`src/include/id_settings.svh`:
```
////////////////////////////////////////
// Decode stage widths and fields
////////////////////////////////////////

`ifndef ID_SETTINGS_SVH
`define ID_SETTINGS_SVH

// Datapath and register file
`define XLEN       32
`define REG_ADDR_W 5
`define NUM_REGS   32

// Instruction field positions
`define RS1_MSB 19
`define RS1_LSB 15
`define RS2_MSB 24
`define RS2_LSB 20
`define RD_MSB  11
`define RD_LSB  7
`define OPC_MSB 6
`define OPC_LSB 0

// Link address increment, no compressed support
`define PC_INCR 4

`endif
```
`src/id_ctrl_pkg.sv`:
```
////////////////////////////////////////
// Decode datapath control types
////////////////////////////////////////

package id_ctrl_pkg;

  // Operand A source
  typedef enum logic [1:0] {
    OP_A_REG  = 2'b00,
    OP_A_PC   = 2'b01,
    OP_A_ZERO = 2'b10
  } op_a_sel_e;

  // Operand B source
  typedef enum logic [1:0] {
    OP_B_REG    = 2'b00,
    OP_B_IMM    = 2'b01,
    OP_B_PCINCR = 2'b10
  } op_b_sel_e;

  // Jump target base and offset
  typedef enum logic [1:0] {
    JT_JAL  = 2'b00,  // pc + J imm
    JT_JALR = 2'b01,  // rs1 + I imm
    JT_COND = 2'b10   // pc + B imm
  } jt_sel_e;

  // Operand forwarding source
  typedef enum logic [1:0] {
    FW_REGFILE = 2'b00,
    FW_EX      = 2'b01,
    FW_WB      = 2'b10
  } fw_sel_e;

endpackage

```
`src/rv_isa_pkg.sv`:
```
////////////////////////////////////////
// RV32I instruction set types
////////////////////////////////////////

package rv_isa_pkg;

  // Major opcodes handled by the decoder
  typedef enum logic [6:0] {
    OPC_LOAD   = 7'h03,
    OPC_OP_IMM = 7'h13,
    OPC_AUIPC  = 7'h17,
    OPC_STORE  = 7'h23,
    OPC_OP     = 7'h33,
    OPC_LUI    = 7'h37,
    OPC_BRANCH = 7'h63,
    OPC_JALR   = 7'h67,
    OPC_JAL    = 7'h6f
  } opcode_e;

  // ALU operations, comparisons for branches
  typedef enum logic [3:0] {
    ALU_ADD  = 4'd0,
    ALU_SUB  = 4'd1,
    ALU_AND  = 4'd2,
    ALU_OR   = 4'd3,
    ALU_XOR  = 4'd4,
    ALU_SLL  = 4'd5,
    ALU_SRL  = 4'd6,
    ALU_SRA  = 4'd7,
    ALU_SLT  = 4'd8,
    ALU_SLTU = 4'd9,
    ALU_EQ   = 4'd10,
    ALU_NE   = 4'd11,
    ALU_LT   = 4'd12,
    ALU_GE   = 4'd13,
    ALU_LTU  = 4'd14,
    ALU_GEU  = 4'd15
  } alu_op_e;

  // Kind of control transfer
  typedef enum logic [1:0] {
    JUMP_NONE   = 2'b00,
    JUMP_JAL    = 2'b01,  // JAL and JALR
    JUMP_BRANCH = 2'b10
  } jump_e;

endpackage

```
`src/id_stage.sv`:
```
////////////////////////////////////////
// Instruction decode stage
////////////////////////////////////////

`timescale 1ns/1ns
`include "id_settings.svh"

module id_stage
(
  input  logic                   clk,
  input  logic                   rst_n,

  // From IF
  input  logic [`XLEN-1:0]       instr_i,
  input  logic [`XLEN-1:0]       pc_i,
  input  logic                   if_valid_i,

  // From EX
  input  logic                   ex_ready_i,
  input  logic                   fw_ex_we_i,
  input  logic [`REG_ADDR_W-1:0] fw_ex_waddr_i,
  input  logic [`XLEN-1:0]       fw_ex_wdata_i,

  // From WB
  input  logic                   wb_we_i,
  input  logic [`REG_ADDR_W-1:0] wb_waddr_i,
  input  logic [`XLEN-1:0]       wb_wdata_i,

  output logic                   id_ready_o,
  output logic                   id_valid_o,
  output logic [`XLEN-1:0]       jump_target_o,
  output logic                   illegal_insn_o,

  // To EX
  output rv_isa_pkg::alu_op_e    alu_operator_ex_o,
  output logic [`XLEN-1:0]       alu_operand_a_ex_o,
  output logic [`XLEN-1:0]       alu_operand_b_ex_o,
  output logic [`XLEN-1:0]       store_data_ex_o,
  output logic [`REG_ADDR_W-1:0] regfile_waddr_ex_o,
  output logic                   regfile_we_ex_o,
  output logic                   data_req_ex_o,
  output logic                   data_we_ex_o,
  output rv_isa_pkg::jump_e      jump_in_ex_o
);

  // Decoder controls
  rv_isa_pkg::alu_op_e    alu_op;
  id_ctrl_pkg::op_a_sel_e op_a_sel;
  id_ctrl_pkg::op_b_sel_e op_b_sel;
  id_ctrl_pkg::jt_sel_e   jt_sel;
  logic [`XLEN-1:0]       imm;
  logic                   rs1_used;
  logic                   rs2_used;
  logic                   rf_we;
  logic                   data_req;
  logic                   data_we;
  rv_isa_pkg::jump_e      jump;

  // Forwarded register values
  logic [`XLEN-1:0]       rs1_data;
  logic [`XLEN-1:0]       rs2_data;

  rv_decoder decoder_i
  (
    .instr_i    ( instr_i        ),
    .alu_op_o   ( alu_op         ),
    .op_a_sel_o ( op_a_sel       ),
    .op_b_sel_o ( op_b_sel       ),
    .jt_sel_o   ( jt_sel         ),
    .imm_o      ( imm            ),
    .rs1_used_o ( rs1_used       ),
    .rs2_used_o ( rs2_used       ),
    .rf_we_o    ( rf_we          ),
    .data_req_o ( data_req       ),
    .data_we_o  ( data_we        ),
    .illegal_o  ( illegal_insn_o ),
    .jump_o     ( jump           )
  );

  operand_fetch operand_fetch_i
  (
    .clk           ( clk           ),
    .rst_n         ( rst_n         ),
    .instr_i       ( instr_i       ),
    .wb_we_i       ( wb_we_i       ),
    .wb_waddr_i    ( wb_waddr_i    ),
    .wb_wdata_i    ( wb_wdata_i    ),
    .fw_ex_we_i    ( fw_ex_we_i    ),
    .fw_ex_waddr_i ( fw_ex_waddr_i ),
    .fw_ex_wdata_i ( fw_ex_wdata_i ),
    .rs1_data_o    ( rs1_data      ),
    .rs2_data_o    ( rs2_data      )
  );

  id_ex_stage id_ex_stage_i
  (
    .clk                ( clk                ),
    .rst_n              ( rst_n              ),
    .instr_i            ( instr_i            ),
    .pc_i               ( pc_i               ),
    .if_valid_i         ( if_valid_i         ),
    .ex_ready_i         ( ex_ready_i         ),
    .alu_op_i           ( alu_op             ),
    .op_a_sel_i         ( op_a_sel           ),
    .op_b_sel_i         ( op_b_sel           ),
    .jt_sel_i           ( jt_sel             ),
    .imm_i              ( imm                ),
    .rs1_used_i         ( rs1_used           ),
    .rs2_used_i         ( rs2_used           ),
    .rf_we_i            ( rf_we              ),
    .data_req_i         ( data_req           ),
    .data_we_i          ( data_we            ),
    .jump_i             ( jump               ),
    .rs1_data_i         ( rs1_data           ),
    .rs2_data_i         ( rs2_data           ),
    .jump_target_o      ( jump_target_o      ),
    .id_ready_o         ( id_ready_o         ),
    .id_valid_o         ( id_valid_o         ),
    .alu_operator_ex_o  ( alu_operator_ex_o  ),
    .alu_operand_a_ex_o ( alu_operand_a_ex_o ),
    .alu_operand_b_ex_o ( alu_operand_b_ex_o ),
    .store_data_ex_o    ( store_data_ex_o    ),
    .regfile_waddr_ex_o ( regfile_waddr_ex_o ),
    .regfile_we_ex_o    ( regfile_we_ex_o    ),
    .data_req_ex_o      ( data_req_ex_o      ),
    .data_we_ex_o       ( data_we_ex_o       ),
    .jump_in_ex_o       ( jump_in_ex_o       )
  );

endmodule

```
`src/id_ex_stage.sv`:
```
////////////////////////////////////////
// Operand select and ID/EX register
////////////////////////////////////////

`timescale 1ns/1ns
`include "id_settings.svh"

module id_ex_stage
(
  input  logic                       clk,
  input  logic                       rst_n,

  input  logic [`XLEN-1:0]           instr_i,
  input  logic [`XLEN-1:0]           pc_i,
  input  logic                       if_valid_i,
  input  logic                       ex_ready_i,

  // From decoder
  input  rv_isa_pkg::alu_op_e        alu_op_i,
  input  id_ctrl_pkg::op_a_sel_e     op_a_sel_i,
  input  id_ctrl_pkg::op_b_sel_e     op_b_sel_i,
  input  id_ctrl_pkg::jt_sel_e       jt_sel_i,
  input  logic [`XLEN-1:0]           imm_i,
  input  logic                       rs1_used_i,
  input  logic                       rs2_used_i,
  input  logic                       rf_we_i,
  input  logic                       data_req_i,
  input  logic                       data_we_i,
  input  rv_isa_pkg::jump_e          jump_i,

  // Forwarded operands
  input  logic [`XLEN-1:0]           rs1_data_i,
  input  logic [`XLEN-1:0]           rs2_data_i,

  output logic [`XLEN-1:0]           jump_target_o,
  output logic                       id_ready_o,
  output logic                       id_valid_o,

  // ID/EX register
  output rv_isa_pkg::alu_op_e        alu_operator_ex_o,
  output logic [`XLEN-1:0]           alu_operand_a_ex_o,
  output logic [`XLEN-1:0]           alu_operand_b_ex_o,
  output logic [`XLEN-1:0]           store_data_ex_o,
  output logic [`REG_ADDR_W-1:0]     regfile_waddr_ex_o,
  output logic                       regfile_we_ex_o,
  output logic                       data_req_ex_o,
  output logic                       data_we_ex_o,
  output rv_isa_pkg::jump_e          jump_in_ex_o
);

  logic [`REG_ADDR_W-1:0] rs1_addr;
  logic [`REG_ADDR_W-1:0] rs2_addr;
  logic [`REG_ADDR_W-1:0] rd_addr;
  logic [`XLEN-1:0]       alu_operand_a;
  logic [`XLEN-1:0]       alu_operand_b;
  logic                   load_in_ex;
  logic                   load_stall;

  assign rs1_addr = instr_i[`RS1_MSB:`RS1_LSB];
  assign rs2_addr = instr_i[`RS2_MSB:`RS2_LSB];
  assign rd_addr  = instr_i[`RD_MSB:`RD_LSB];

  // Operand A mux
  always_comb
  begin
    case (op_a_sel_i)
      id_ctrl_pkg::OP_A_PC:   alu_operand_a = pc_i;
      id_ctrl_pkg::OP_A_ZERO: alu_operand_a = '0;
      default:                alu_operand_a = rs1_data_i;
    endcase
  end

  // Operand B mux
  always_comb
  begin
    case (op_b_sel_i)
      id_ctrl_pkg::OP_B_IMM:    alu_operand_b = imm_i;
      id_ctrl_pkg::OP_B_PCINCR: alu_operand_b = `XLEN'(`PC_INCR);
      default:                  alu_operand_b = rs2_data_i;
    endcase
  end

  // Jump target, decoder already picked the immediate format
  always_comb
  begin
    case (jt_sel_i)
      id_ctrl_pkg::JT_JALR: jump_target_o = rs1_data_i + imm_i;
      default:              jump_target_o = pc_i + imm_i;
    endcase
  end

  ////////////////////////////////////////
  // Load-use stall
  ////////////////////////////////////////
  assign load_in_ex = data_req_ex_o && !data_we_ex_o && (regfile_waddr_ex_o != '0);
  assign load_stall = load_in_ex &&
                      ((rs1_used_i && (rs1_addr == regfile_waddr_ex_o)) ||
                       (rs2_used_i && (rs2_addr == regfile_waddr_ex_o)));

  assign id_ready_o = !load_stall && ex_ready_i;
  assign id_valid_o = if_valid_i && id_ready_o;

  ////////////////////////////////////////
  // ID/EX pipeline register
  ////////////////////////////////////////
  always_ff @(posedge clk or negedge rst_n)
  begin
    if (!rst_n)
    begin
      alu_operator_ex_o  <= rv_isa_pkg::ALU_ADD;
      alu_operand_a_ex_o <= '0;
      alu_operand_b_ex_o <= '0;
      store_data_ex_o    <= '0;
      regfile_waddr_ex_o <= '0;
      regfile_we_ex_o    <= 1'b0;
      data_req_ex_o      <= 1'b0;
      data_we_ex_o       <= 1'b0;
      jump_in_ex_o       <= rv_isa_pkg::JUMP_NONE;
    end
    else if (id_valid_o)
    begin
      alu_operator_ex_o  <= alu_op_i;
      alu_operand_a_ex_o <= alu_operand_a;
      alu_operand_b_ex_o <= alu_operand_b;
      store_data_ex_o    <= rs2_data_i;
      regfile_waddr_ex_o <= rd_addr;
      regfile_we_ex_o    <= rf_we_i;
      data_req_ex_o      <= data_req_i;
      data_we_ex_o       <= data_we_i;
      jump_in_ex_o       <= jump_i;
    end
    else if (ex_ready_i)
    begin
      // Bubble, payload left as is
      regfile_we_ex_o    <= 1'b0;
      data_req_ex_o      <= 1'b0;
      data_we_ex_o       <= 1'b0;
      jump_in_ex_o       <= rv_isa_pkg::JUMP_NONE;
    end
  end

endmodule

```
`src/operand_fetch.sv`:
```
////////////////////////////////////////
// Register file with forwarding
////////////////////////////////////////

`timescale 1ns/1ns
`include "id_settings.svh"

module operand_fetch
(
  input  logic                   clk,
  input  logic                   rst_n,

  input  logic [`XLEN-1:0]       instr_i,

  // Write back, writes the array and forwards
  input  logic                   wb_we_i,
  input  logic [`REG_ADDR_W-1:0] wb_waddr_i,
  input  logic [`XLEN-1:0]       wb_wdata_i,

  // EX result forward
  input  logic                   fw_ex_we_i,
  input  logic [`REG_ADDR_W-1:0] fw_ex_waddr_i,
  input  logic [`XLEN-1:0]       fw_ex_wdata_i,

  output logic [`XLEN-1:0]       rs1_data_o,
  output logic [`XLEN-1:0]       rs2_data_o
);

  logic [`XLEN-1:0]       regs [`NUM_REGS];

  // Index 0 is rs1, index 1 is rs2
  logic [`REG_ADDR_W-1:0] raddr [2];
  id_ctrl_pkg::fw_sel_e   fw_sel [2];
  logic [`XLEN-1:0]       rdata [2];

  assign raddr[0] = instr_i[`RS1_MSB:`RS1_LSB];
  assign raddr[1] = instr_i[`RS2_MSB:`RS2_LSB];

  // Array write, x0 stays zero
  always_ff @(posedge clk or negedge rst_n)
  begin
    if (!rst_n)
    begin
      for (int i = 0; i < `NUM_REGS; i++)
        regs[i] <= '0;
    end
    else if (wb_we_i && (wb_waddr_i != '0))
    begin
      regs[wb_waddr_i] <= wb_wdata_i;
    end
  end

  // Forward select, EX wins over WB
  always_comb
  begin
    for (int p = 0; p < 2; p++)
    begin
      fw_sel[p] = id_ctrl_pkg::FW_REGFILE;
      if (raddr[p] != '0)
      begin
        if (fw_ex_we_i && (fw_ex_waddr_i == raddr[p]))
          fw_sel[p] = id_ctrl_pkg::FW_EX;
        else if (wb_we_i && (wb_waddr_i == raddr[p]))
          fw_sel[p] = id_ctrl_pkg::FW_WB;
      end
    end
  end

  // Operand muxes
  always_comb
  begin
    for (int p = 0; p < 2; p++)
    begin
      case (fw_sel[p])
        id_ctrl_pkg::FW_EX: rdata[p] = fw_ex_wdata_i;
        id_ctrl_pkg::FW_WB: rdata[p] = wb_wdata_i;
        default:            rdata[p] = regs[raddr[p]];
      endcase
    end
  end

  assign rs1_data_o = rdata[0];
  assign rs2_data_o = rdata[1];

endmodule

```
`src/rv_decoder.sv`:
```
////////////////////////////////////////
// RV32I instruction decoder
////////////////////////////////////////

`timescale 1ns/1ns
`include "id_settings.svh"

module rv_decoder
(
  input  logic [`XLEN-1:0]       instr_i,

  output rv_isa_pkg::alu_op_e    alu_op_o,
  output id_ctrl_pkg::op_a_sel_e op_a_sel_o,
  output id_ctrl_pkg::op_b_sel_e op_b_sel_o,
  output id_ctrl_pkg::jt_sel_e   jt_sel_o,
  output logic [`XLEN-1:0]       imm_o,

  output logic                   rs1_used_o,
  output logic                   rs2_used_o,
  output logic                   rf_we_o,
  output logic                   data_req_o,
  output logic                   data_we_o,
  output logic                   illegal_o,
  output rv_isa_pkg::jump_e      jump_o
);

  rv_isa_pkg::opcode_e opcode;
  logic [2:0]          funct3;
  logic [6:0]          funct7;

  logic [`XLEN-1:0]    imm_i_type;
  logic [`XLEN-1:0]    imm_s_type;
  logic [`XLEN-1:0]    imm_b_type;
  logic [`XLEN-1:0]    imm_u_type;
  logic [`XLEN-1:0]    imm_j_type;

  assign opcode = rv_isa_pkg::opcode_e'(instr_i[`OPC_MSB:`OPC_LSB]);
  assign funct3 = instr_i[14:12];
  assign funct7 = instr_i[31:25];

  ////////////////////////////////////////
  // Immediates, sign bit is instr[31]
  ////////////////////////////////////////
  assign imm_i_type = {{20{instr_i[31]}}, instr_i[31:20]};
  assign imm_s_type = {{20{instr_i[31]}}, instr_i[31:25], instr_i[11:7]};
  assign imm_b_type = {{19{instr_i[31]}}, instr_i[31], instr_i[7],
                       instr_i[30:25], instr_i[11:8], 1'b0};
  assign imm_u_type = {instr_i[31:12], 12'b0};
  assign imm_j_type = {{11{instr_i[31]}}, instr_i[31], instr_i[19:12],
                       instr_i[20], instr_i[30:21], 1'b0};

  ////////////////////////////////////////
  // Control decode
  ////////////////////////////////////////
  always_comb
  begin
    // Defaults describe an I-type add
    alu_op_o   = rv_isa_pkg::ALU_ADD;
    op_a_sel_o = id_ctrl_pkg::OP_A_REG;
    op_b_sel_o = id_ctrl_pkg::OP_B_IMM;
    jt_sel_o   = id_ctrl_pkg::JT_JAL;
    imm_o      = imm_i_type;
    rs1_used_o = 1'b0;
    rs2_used_o = 1'b0;
    rf_we_o    = 1'b0;
    data_req_o = 1'b0;
    data_we_o  = 1'b0;
    illegal_o  = 1'b0;
    jump_o     = rv_isa_pkg::JUMP_NONE;

    case (opcode)
      rv_isa_pkg::OPC_LUI:
      begin
        op_a_sel_o = id_ctrl_pkg::OP_A_ZERO;
        imm_o      = imm_u_type;
        rf_we_o    = 1'b1;
      end

      rv_isa_pkg::OPC_AUIPC:
      begin
        op_a_sel_o = id_ctrl_pkg::OP_A_PC;
        imm_o      = imm_u_type;
        rf_we_o    = 1'b1;
      end

      rv_isa_pkg::OPC_JAL:
      begin
        // Link value pc + 4 through the ALU
        op_a_sel_o = id_ctrl_pkg::OP_A_PC;
        op_b_sel_o = id_ctrl_pkg::OP_B_PCINCR;
        imm_o      = imm_j_type;
        rf_we_o    = 1'b1;
        jump_o     = rv_isa_pkg::JUMP_JAL;
      end

      rv_isa_pkg::OPC_JALR:
      begin
        op_a_sel_o = id_ctrl_pkg::OP_A_PC;
        op_b_sel_o = id_ctrl_pkg::OP_B_PCINCR;
        jt_sel_o   = id_ctrl_pkg::JT_JALR;
        rs1_used_o = 1'b1;
        rf_we_o    = 1'b1;
        jump_o     = rv_isa_pkg::JUMP_JAL;
        illegal_o  = (funct3 != 3'b000);
      end

      rv_isa_pkg::OPC_BRANCH:
      begin
        // Comparison in ALU, target from pc + B imm
        op_b_sel_o = id_ctrl_pkg::OP_B_REG;
        jt_sel_o   = id_ctrl_pkg::JT_COND;
        imm_o      = imm_b_type;
        rs1_used_o = 1'b1;
        rs2_used_o = 1'b1;
        jump_o     = rv_isa_pkg::JUMP_BRANCH;
        case (funct3)
          3'b000:  alu_op_o = rv_isa_pkg::ALU_EQ;
          3'b001:  alu_op_o = rv_isa_pkg::ALU_NE;
          3'b100:  alu_op_o = rv_isa_pkg::ALU_LT;
          3'b101:  alu_op_o = rv_isa_pkg::ALU_GE;
          3'b110:  alu_op_o = rv_isa_pkg::ALU_LTU;
          3'b111:  alu_op_o = rv_isa_pkg::ALU_GEU;
          default: illegal_o = 1'b1;
        endcase
      end

      rv_isa_pkg::OPC_LOAD:
      begin
        rs1_used_o = 1'b1;
        rf_we_o    = 1'b1;
        data_req_o = 1'b1;
        // LB LH LW LBU LHU only
        illegal_o  = (funct3 == 3'b011) || (funct3[2:1] == 2'b11);
      end

      rv_isa_pkg::OPC_STORE:
      begin
        imm_o      = imm_s_type;
        rs1_used_o = 1'b1;
        rs2_used_o = 1'b1;
        data_req_o = 1'b1;
        data_we_o  = 1'b1;
        illegal_o  = (funct3 > 3'b010);
      end

      rv_isa_pkg::OPC_OP_IMM:
      begin
        rs1_used_o = 1'b1;
        rf_we_o    = 1'b1;
        case (funct3)
          3'b000: alu_op_o = rv_isa_pkg::ALU_ADD;
          3'b010: alu_op_o = rv_isa_pkg::ALU_SLT;
          3'b011: alu_op_o = rv_isa_pkg::ALU_SLTU;
          3'b100: alu_op_o = rv_isa_pkg::ALU_XOR;
          3'b110: alu_op_o = rv_isa_pkg::ALU_OR;
          3'b111: alu_op_o = rv_isa_pkg::ALU_AND;
          3'b001:
          begin
            alu_op_o  = rv_isa_pkg::ALU_SLL;
            illegal_o = (funct7 != 7'h00);
          end
          default:
          begin
            // Shift right, funct7 picks logical or arithmetic
            alu_op_o  = funct7[5] ? rv_isa_pkg::ALU_SRA : rv_isa_pkg::ALU_SRL;
            illegal_o = (funct7 != 7'h00) && (funct7 != 7'h20);
          end
        endcase
      end

      rv_isa_pkg::OPC_OP:
      begin
        op_b_sel_o = id_ctrl_pkg::OP_B_REG;
        rs1_used_o = 1'b1;
        rs2_used_o = 1'b1;
        rf_we_o    = 1'b1;
        case ({funct7, funct3})
          {7'h00, 3'b000}: alu_op_o = rv_isa_pkg::ALU_ADD;
          {7'h20, 3'b000}: alu_op_o = rv_isa_pkg::ALU_SUB;
          {7'h00, 3'b001}: alu_op_o = rv_isa_pkg::ALU_SLL;
          {7'h00, 3'b010}: alu_op_o = rv_isa_pkg::ALU_SLT;
          {7'h00, 3'b011}: alu_op_o = rv_isa_pkg::ALU_SLTU;
          {7'h00, 3'b100}: alu_op_o = rv_isa_pkg::ALU_XOR;
          {7'h00, 3'b101}: alu_op_o = rv_isa_pkg::ALU_SRL;
          {7'h20, 3'b101}: alu_op_o = rv_isa_pkg::ALU_SRA;
          {7'h00, 3'b110}: alu_op_o = rv_isa_pkg::ALU_OR;
          {7'h00, 3'b111}: alu_op_o = rv_isa_pkg::ALU_AND;
          default:         illegal_o = 1'b1;
        endcase
      end

      default: illegal_o = 1'b1;
    endcase

    // Illegal instruction has no side effects
    if (illegal_o)
    begin
      rf_we_o    = 1'b0;
      data_req_o = 1'b0;
      data_we_o  = 1'b0;
      jump_o     = rv_isa_pkg::JUMP_NONE;
    end
  end

endmodule

```
`config.mk`:
```
export PLATFORM = sky130hd
export DESIGN_NAME = id_stage
export DESIGN_NICKNAME = d
export VERILOG_FILES = /design/src/id_ctrl_pkg.sv /design/src/rv_isa_pkg.sv /design/src/id_stage.sv /design/src/id_ex_stage.sv /design/src/operand_fetch.sv /design/src/rv_decoder.sv
export VERILOG_INCLUDE_DIRS = /design/src /design/src/include
export SDC_FILE = /design/constraint.sdc
export NUM_CORES = 2
export LEC_CHECK = 0
export BUFFER_PORTS_ARGS = -buffer_cell sky130_fd_sc_hd__buf_4
export CAP_MARGIN = 5
export CORE_MARGIN = 3
export CORE_UTILIZATION = 42
export CTS_BUF_LIST = sky130_fd_sc_hd__clkbuf_4 sky130_fd_sc_hd__clkbuf_8 sky130_fd_sc_hd__clkbuf_16
export CTS_CLUSTER_DIAMETER = 100
export DETAILED_ROUTE_END_ITERATION = 16
export HOLD_SLACK_MARGIN = 0.06
export MAX_ROUTING_LAYER = met4
export PLACE_DENSITY = 0.62
export SYNTH_ARGS = -nofsm -noshare
export SYNTH_HDL_FRONTEND = slang
export SYNTH_SLANG_ARGS = --single-unit
```
`constraint.sdc`:
```
create_clock -name clk -period 7.5 [get_ports clk]
set_clock_uncertainty 0.1 [all_clocks]
set_input_delay 0.75 -clock clk [delete_from_list [all_inputs] [get_ports clk]]
set_output_delay 0.75 -clock clk [all_outputs]
set_load 0.02 [all_outputs]
```
# Yosys cells after proc, flatten, opt, wreduce, memory -nomap -nowiden
# Index checks and enable logic that the tools add are counted.
dict set report totals {
  elab_cells 181
  regBits 1134
  in_bits 144
  out_inout_bits 145
}
dict set report op_classes {
  n_reduce_logical 39
  addsub 2
  bitwise 3
  n_eq_ne 42
  muxes 49
  order_cmp 5
}
# op n
set ops {}
lappend ops {{bitwise mux 1024 bit} 1}
lappend ops {{binary-select mux 32 bit (select 5 bit)} 2}
lappend ops {{case mux 32 bit (2 select lines)} 4}
lappend ops {{two-way mux 32 bit} 6}
lappend ops {{demux 32 bit (select 5 bit)} 1}
lappend ops {{case mux 31 bit (4 select lines)} 1}
lappend ops {{adder 32 bit} 2}
lappend ops {{== test 10 x 3 -> 1 bit (second input constant)} 4}
lappend ops {{case mux 4 bit (9 select lines)} 1}
lappend ops {{== test 5 bit} 6}
lappend ops {{case mux 4 bit (7 select lines)} 1}
lappend ops {{case mux 4 bit (6 select lines)} 1}
lappend ops {{== test 7 x 6 -> 1 bit (second input constant)} 3}
lappend ops {{== test 7 bit (second input constant)} 3}
lappend ops {{== test 10 x 2 -> 1 bit (second input constant)} 2}
lappend ops {{== test 10 x 9 -> 1 bit (second input constant)} 2}
lappend ops {{nonzero test 5 bit} 4}
lappend ops {{>= comparator 6 bit (second input constant)} 3}
lappend ops {{two-way mux 2 bit} 9}
lappend ops {{NOT 5 -> 6 bit} 3}
lappend ops {{OR reduction 6 bit} 3}
lappend ops {{case mux 2 bit (2 select lines)} 4}
lappend ops {{two-way mux 1 bit} 15}
lappend ops {{== test 7 x 5 -> 1 bit (second input constant)} 2}
lappend ops {{other kinds (25)} 57}

# Longest topological paths before layout
dict set report logic_depth {
  word_depth 10
  depth_mapped 24
  mapped_depth_nobuf 20
}

# Modules after synthesis
# Synthesis repeated with hierarchy kept, for this count alone.
dict set report unflattened {
  hier_cells 5465
  area_unflattened_um2 64307.9
}
# module area_each_um2 instances cells_per_inst seq_area_each_um2
set by_module_without_submodules {}
lappend by_module_without_submodules {operand_fetch 56544.2 1 4618 25624.6}
lappend by_module_without_submodules {id_ex_stage 6801.5 1 695 2752.6}
lappend by_module_without_submodules {rv_decoder 962.2 1 152 0.0}

# Worst setup path after synthesis
# Ideal clock, no wire load.
dict set report synth_path {
  path_type {input -> output}
  startpoint {in instr_i[18]}
  endpoint {out jump_target_o[26]}
  required_time_ns 6.650
  setup_slack_ns 0.533
  stages 24
  t_arrival_ns 6.117
  n_path_buf 5
  path_cell_list {clkbuf_1 > clkbuf_1 > buf_1 > xor2_1 > nor3_1 > nand3_1 > or3_1 > ha_1 > clkbuf_1 > clkbuf_1 > a221oi_1 > a21oi_1 > mux2_2 > ha_1 > fa_1 > a211oi_1 > nor2_1 > o31a_1 > o211a_1 > a211oi_2 > o211ai_1 > a31o_2 > a21oi_1 > xnor2_1}
}
dict set report synth_between {
  elab_chain_cells 9
  word_cells_on_any_way 19
  cone_classes {2 x add/sub; 4 x eq/ne; 9 x mux; 1 x bitwise; 3 x reduce/logical}
}
# item line_no
set synth_lines {}
lappend synth_lines {{from (decl)} id_stage.sv:14} ;# input logic [`XLEN-1:0] instr_i,
lappend synth_lines {{== test 5 bit} operand_fetch.sv:63} ;# else if (wb_we_i && (wb_waddr_i == raddr[p]))
lappend synth_lines {{logical AND 1 bit} operand_fetch.sv:63}
lappend synth_lines {{two-way mux 2 bit} operand_fetch.sv:63}
lappend synth_lines {{two-way mux 2 bit} operand_fetch.sv:61} ;# if (fw_ex_we_i && (fw_ex_waddr_i == raddr[p]))
lappend synth_lines {{two-way mux 2 bit} operand_fetch.sv:59} ;# if (raddr[p] != '0)
lappend synth_lines {{== test 2 bit / == test 2 x 1 -> 1 bit (equally long branches)} operand_fetch.sv:74} ;# case (fw_sel[p])
lappend synth_lines {{case mux 32 bit (2 select lines)} operand_fetch.sv:74}
lappend synth_lines {{adder 32 bit} id_ex_stage.sv:87} ;# id_ctrl_pkg::JT_JALR: jump_target_o = rs1_data_i + imm_i;
lappend synth_lines {{two-way mux 32 bit *} id_ex_stage.sv:86} ;# case (jt_sel_i)
lappend synth_lines {{to (decl)} id_stage.sv:31} ;# output logic [`XLEN-1:0] jump_target_o,
# Every way passes the cells marked *; elsewhere a longest branch is shown, timed or not. The select of a mux whose other input is x is not followed.

# Final worst setup path
dict set report layout_path {
  startpoint {in instr_i[15]}
  endpoint {out jump_target_o[31]}
}
# Same word-level chain as after synthesis.

==> metrics.md <==
| Metric | Value |
|---|---|
| Crit path capture | jump_target_o[31] |
| Worst setup startpoint | instr_i[15] |
| CTS Root Buffer Type | clkbuf_16 |
| Tcrit/Tclk final | 96.7% |
| Clk sinks | 1134 |
| Peak supply drop | 0.230 mV |
| End-of-flow core utilization | 48.0% |
| Reg-to-reg startpoint | id_ex_stage_i.regfile_waddr_ex_o[0]$_DFFE_PN0P_ |
| Netlist cell types | 59 |
| Detail-routed via count per cell | 6.54 |
| Syn Area/Cell | 15.1 um2 |
| Actual slew at the worst max-slew pin | 1.23 ns |
| Crit end category | output pin |
| CTS tree | yes |
| Row Count | 140 |
| 1st-iter DRT viols | 4089 |
| Prevailing post-synth register cell | dfrtp_1 |
| Grt total ovfl | 0 |
| Placed Instances | 5957 |
| GRT Total Usage | 27.3% |
| RSZ-0062 raised after global routing | no |
| Status | completed |
| HP Class | in -> reg |
| Clk_lat worst skew | 0.75 ns |
| Number of synthesized register bits | 1134 |
| Slowest CP cell | a221oi_2 |
| YS warnings | 0 |
| Residual DRC | 0 |
| Fin area | 70300 um2 |
| Critical Path RT | 6.65 ns |
| Initial antenna violation count | 6 |
| Worst-path clk slew | 0.07 ns |
| Vias in the first global route | 40445 |
| Share of layout cells above drive strength 1 | 55.0% |
| Post-route antenna net violation count | 0 |
| Avg WL per Cell | 32.8 um |
| Chip width | 391 um |
| Fin. Hold Viols | 0 |
| Sequential-to-total area share from yosys stat | 45.6% |
| Cell Area, Placed | 66200 um2 |
| GP Congestion | 0.921 |
| Area growth, synth to finish | 12.9% |
| Min Clock Period, post-route | 7.25 ns |
| Worst slew margin | 17.9% |
| Final Setup Violations | 0 |
| Worst r2r dst | id_ex_stage_i.alu_operand_b_ex_o[23]$_DFFE_PN0P_ |
| Nets | 4341 |
| Synth area leader | dfrtp_1 |
| Worst r2r path cells | 6 |
| Die Y | 391 um |
| Slowest stage delay, CP | 0.61 ns |
| Mapped Area | 62300 um2 |
| Number of port buffers | 288 |
| CP arrival | 6.40 ns |
| Leak Pwr | 0.0304 uW |
| # IOs | 289 |
| Detailed placement HPWL | 118000 um |
| Syn_nets | 4297 |
| Total number of vias | 40354 |
| Largest net degree at the start of global routing | 170 |
| R2R Setup Slk | 3.73 ns |
| WS Path Type | in -> out |
| Drt first pass iters | 5 |
| Fmax | 138 MHz |
| Die area | 153000 um2 |
| Pwr dens | 268 nW/um2 |
| Crit path max fanout | 20 |
| Total clock buffers created by CTS | 117 |
| Synth top area share | 45.6% |
| CP cell instances | buf_8, buf_12, buf_12, mux4_2, mux4_2, mux2i_1, a21oi_1, mux2_2, ha_1, a21oi_1, o211ai_1, a221o_1, a221oi_2, o211ai_1, nor3_1, o31ai_1, o22ai_1, xnor2_1, buf_4 |
| Mapped Cells | 4116 |
| Commonest cells post-synth | dfrtp_1, mux2_2, mux4_2 |
| Critical Path Start Type | input port |
| Synth area leaders | dfrtp_1, mux4_2, mux2_2, clkbuf_1, mux2i_1 |
| CORE AREA | 146000 um2 |
| Starting Density | 42.5% |
| Clock Tree Buf Depth | 3 |
| Fin Hold WS | 0.121 ns |
| Ys async rst share | 100% |
| Pins Over Slew Limit | 0 |
| First-pass GRT wire length | 295000 um |
| TNS Setup | 0 ns |
| Count leader, synth | dfrtp_1 |
| Max-cap check violation count | 0 |
| H-tree depth | 3 |
| Post-route insts no fill | 6175 |
| EDFF count, synth | 0 |
| Final wirelength | 203000 um |
[worst max-delay path, delay by kind of cell]
| kind | cells | cell delay, ns |
|---|---|---|
| muxes | 4 | 1.85 |
| adders and majority gates | 1 | 0.31 |
| AOI/OAI and AO/OA | 8 | 2.11 |
| xor gates and xnor gates | 1 | 0.17 |
| and+or+nand+nor | 1 | 0.26 |
| buffers and inverters | 4 | 0.85 |
[timing repair]
item,4_1_cts,5_1_grt
hold buffers,1,0
endpoints found under the setup margin,0,1
endpoints found under the hold margin,78,0
resized for setup,0,1
buffers inserted,0,0
[metrics by stage]
stage          setup slack, ns  total power [uW]
2_1_floorplan            0.533             11100
3_3_place_gp            0.0646             12600
3_5_place_dp             0.126             12700
4_1_cts                  0.114             18900
5_1_grt                0.00186             19600
6_report                 0.248             18800
[logic make-up after synthesis]
| group | after synthesis | synth area share [%] |
|---|---|---|
| compound gates | 384 | 4.25 |
| xor+xnor | 55 | 0.774 |
| fa+ha+maj | 37 | 0.756 |
| buf+inv | 475 | 3.17 |
| flops | 1134 | 45.6 |
| mux | 1759 | 43.3 |
| simple gates | 272 | 2.22 |
[worst min-delay path by stage]
stage	startpoint	end	cells past startpoint
global placement	operand_fetch_i.regs[1015]$_DFFE_PN0P_	operand_fetch_i.regs[1015]$_DFFE_PN0P_	0
finish	instr_i[8]	id_ex_stage_i.regfile_waddr_ex_o[1]$_DFFE_PN0P_	3
floorplan	operand_fetch_i.regs[1000]$_DFFE_PN0P_	operand_fetch_i.regs[1000]$_DFFE_PN0P_	1
global route	instr_i[8]	id_ex_stage_i.regfile_waddr_ex_o[1]$_DFFE_PN0P_	3
detailed placement	operand_fetch_i.regs[1014]$_DFFE_PN0P_	operand_fetch_i.regs[1014]$_DFFE_PN0P_	0
CTS	instr_i[8]	id_ex_stage_i.regfile_waddr_ex_o[1]$_DFFE_PN0P_	3
[report_power, final]
group | leakage [uW] | switching (uW) | total (uW) | internal, uW
combinational | 0.0138 | 1950 | 4510 | 2560
clock | 0.00204 | 2570 | 6150 | 3580
sequential | 0.0145 | 847 | 8150 | 7310
total | 0.0304 | 5370 | 18800 | 13400
[flip-flops by register name (all words and copies together), names as in the netlist]
register                          count
operand_fetch_i.regs               1024
id_ex_stage_i.data_we_ex_o            1
id_ex_stage_i.regfile_waddr_ex_o      5
id_ex_stage_i.store_data_ex_o        32
id_ex_stage_i.alu_operand_a_ex_o     32
id_ex_stage_i.data_req_ex_o           1
id_ex_stage_i.alu_operator_ex_o       4
id_ex_stage_i.jump_in_ex_o            2
id_ex_stage_i.alu_operand_b_ex_o     32
id_ex_stage_i.regfile_we_ex_o         1
[cell type report]
| class | count | area [um2] |
|---|---|---|
| fill | 12619 | 76200 |
| inverter | 17 | 63.8 |
| sequential | 1134 | 28400 |
| clock buffer | 171 | 3540 |
| tap | 1917 | 2400 |
| timing repair buffer | 383 | 3150 |
| clock inverter | 39 | 497 |
| multi-input combinational | 2507 | 32200 |
| antenna | 7 | 17.5 |
[metal layers]
layer  global-route usage [%]  part of all wire (%)  wire length [um]
met5                        -                     0                 0
met4                     9.96                   3.8              7720
met3                     4.49                   7.5             15100
met2                     41.6                    47             94700
met1                     37.0                    42             85100
[placed cells by master (no fill, tap or decap), types with 18 or more instances in the layout]
cell type	count
dfrtp_1	1134
mux2_2	1054
mux4_2	640
buf_4	357
clkbuf_16	118
a21oi_1	108
nand2_1	78
mux2i_1	65
a221oi_1	64
o21ai_0	56
a21o_1	39
a221o_1	32
ha_1	32
a22oi_1	31
clkbuf_8	31
nor2_1	30
xor2_1	28
nor3b_1	28
xnor2_1	27
clkbuf_4	22
nand3_1	20
clkinv_2	20
buf_12	18
Power figures use the tool's default switching activity.
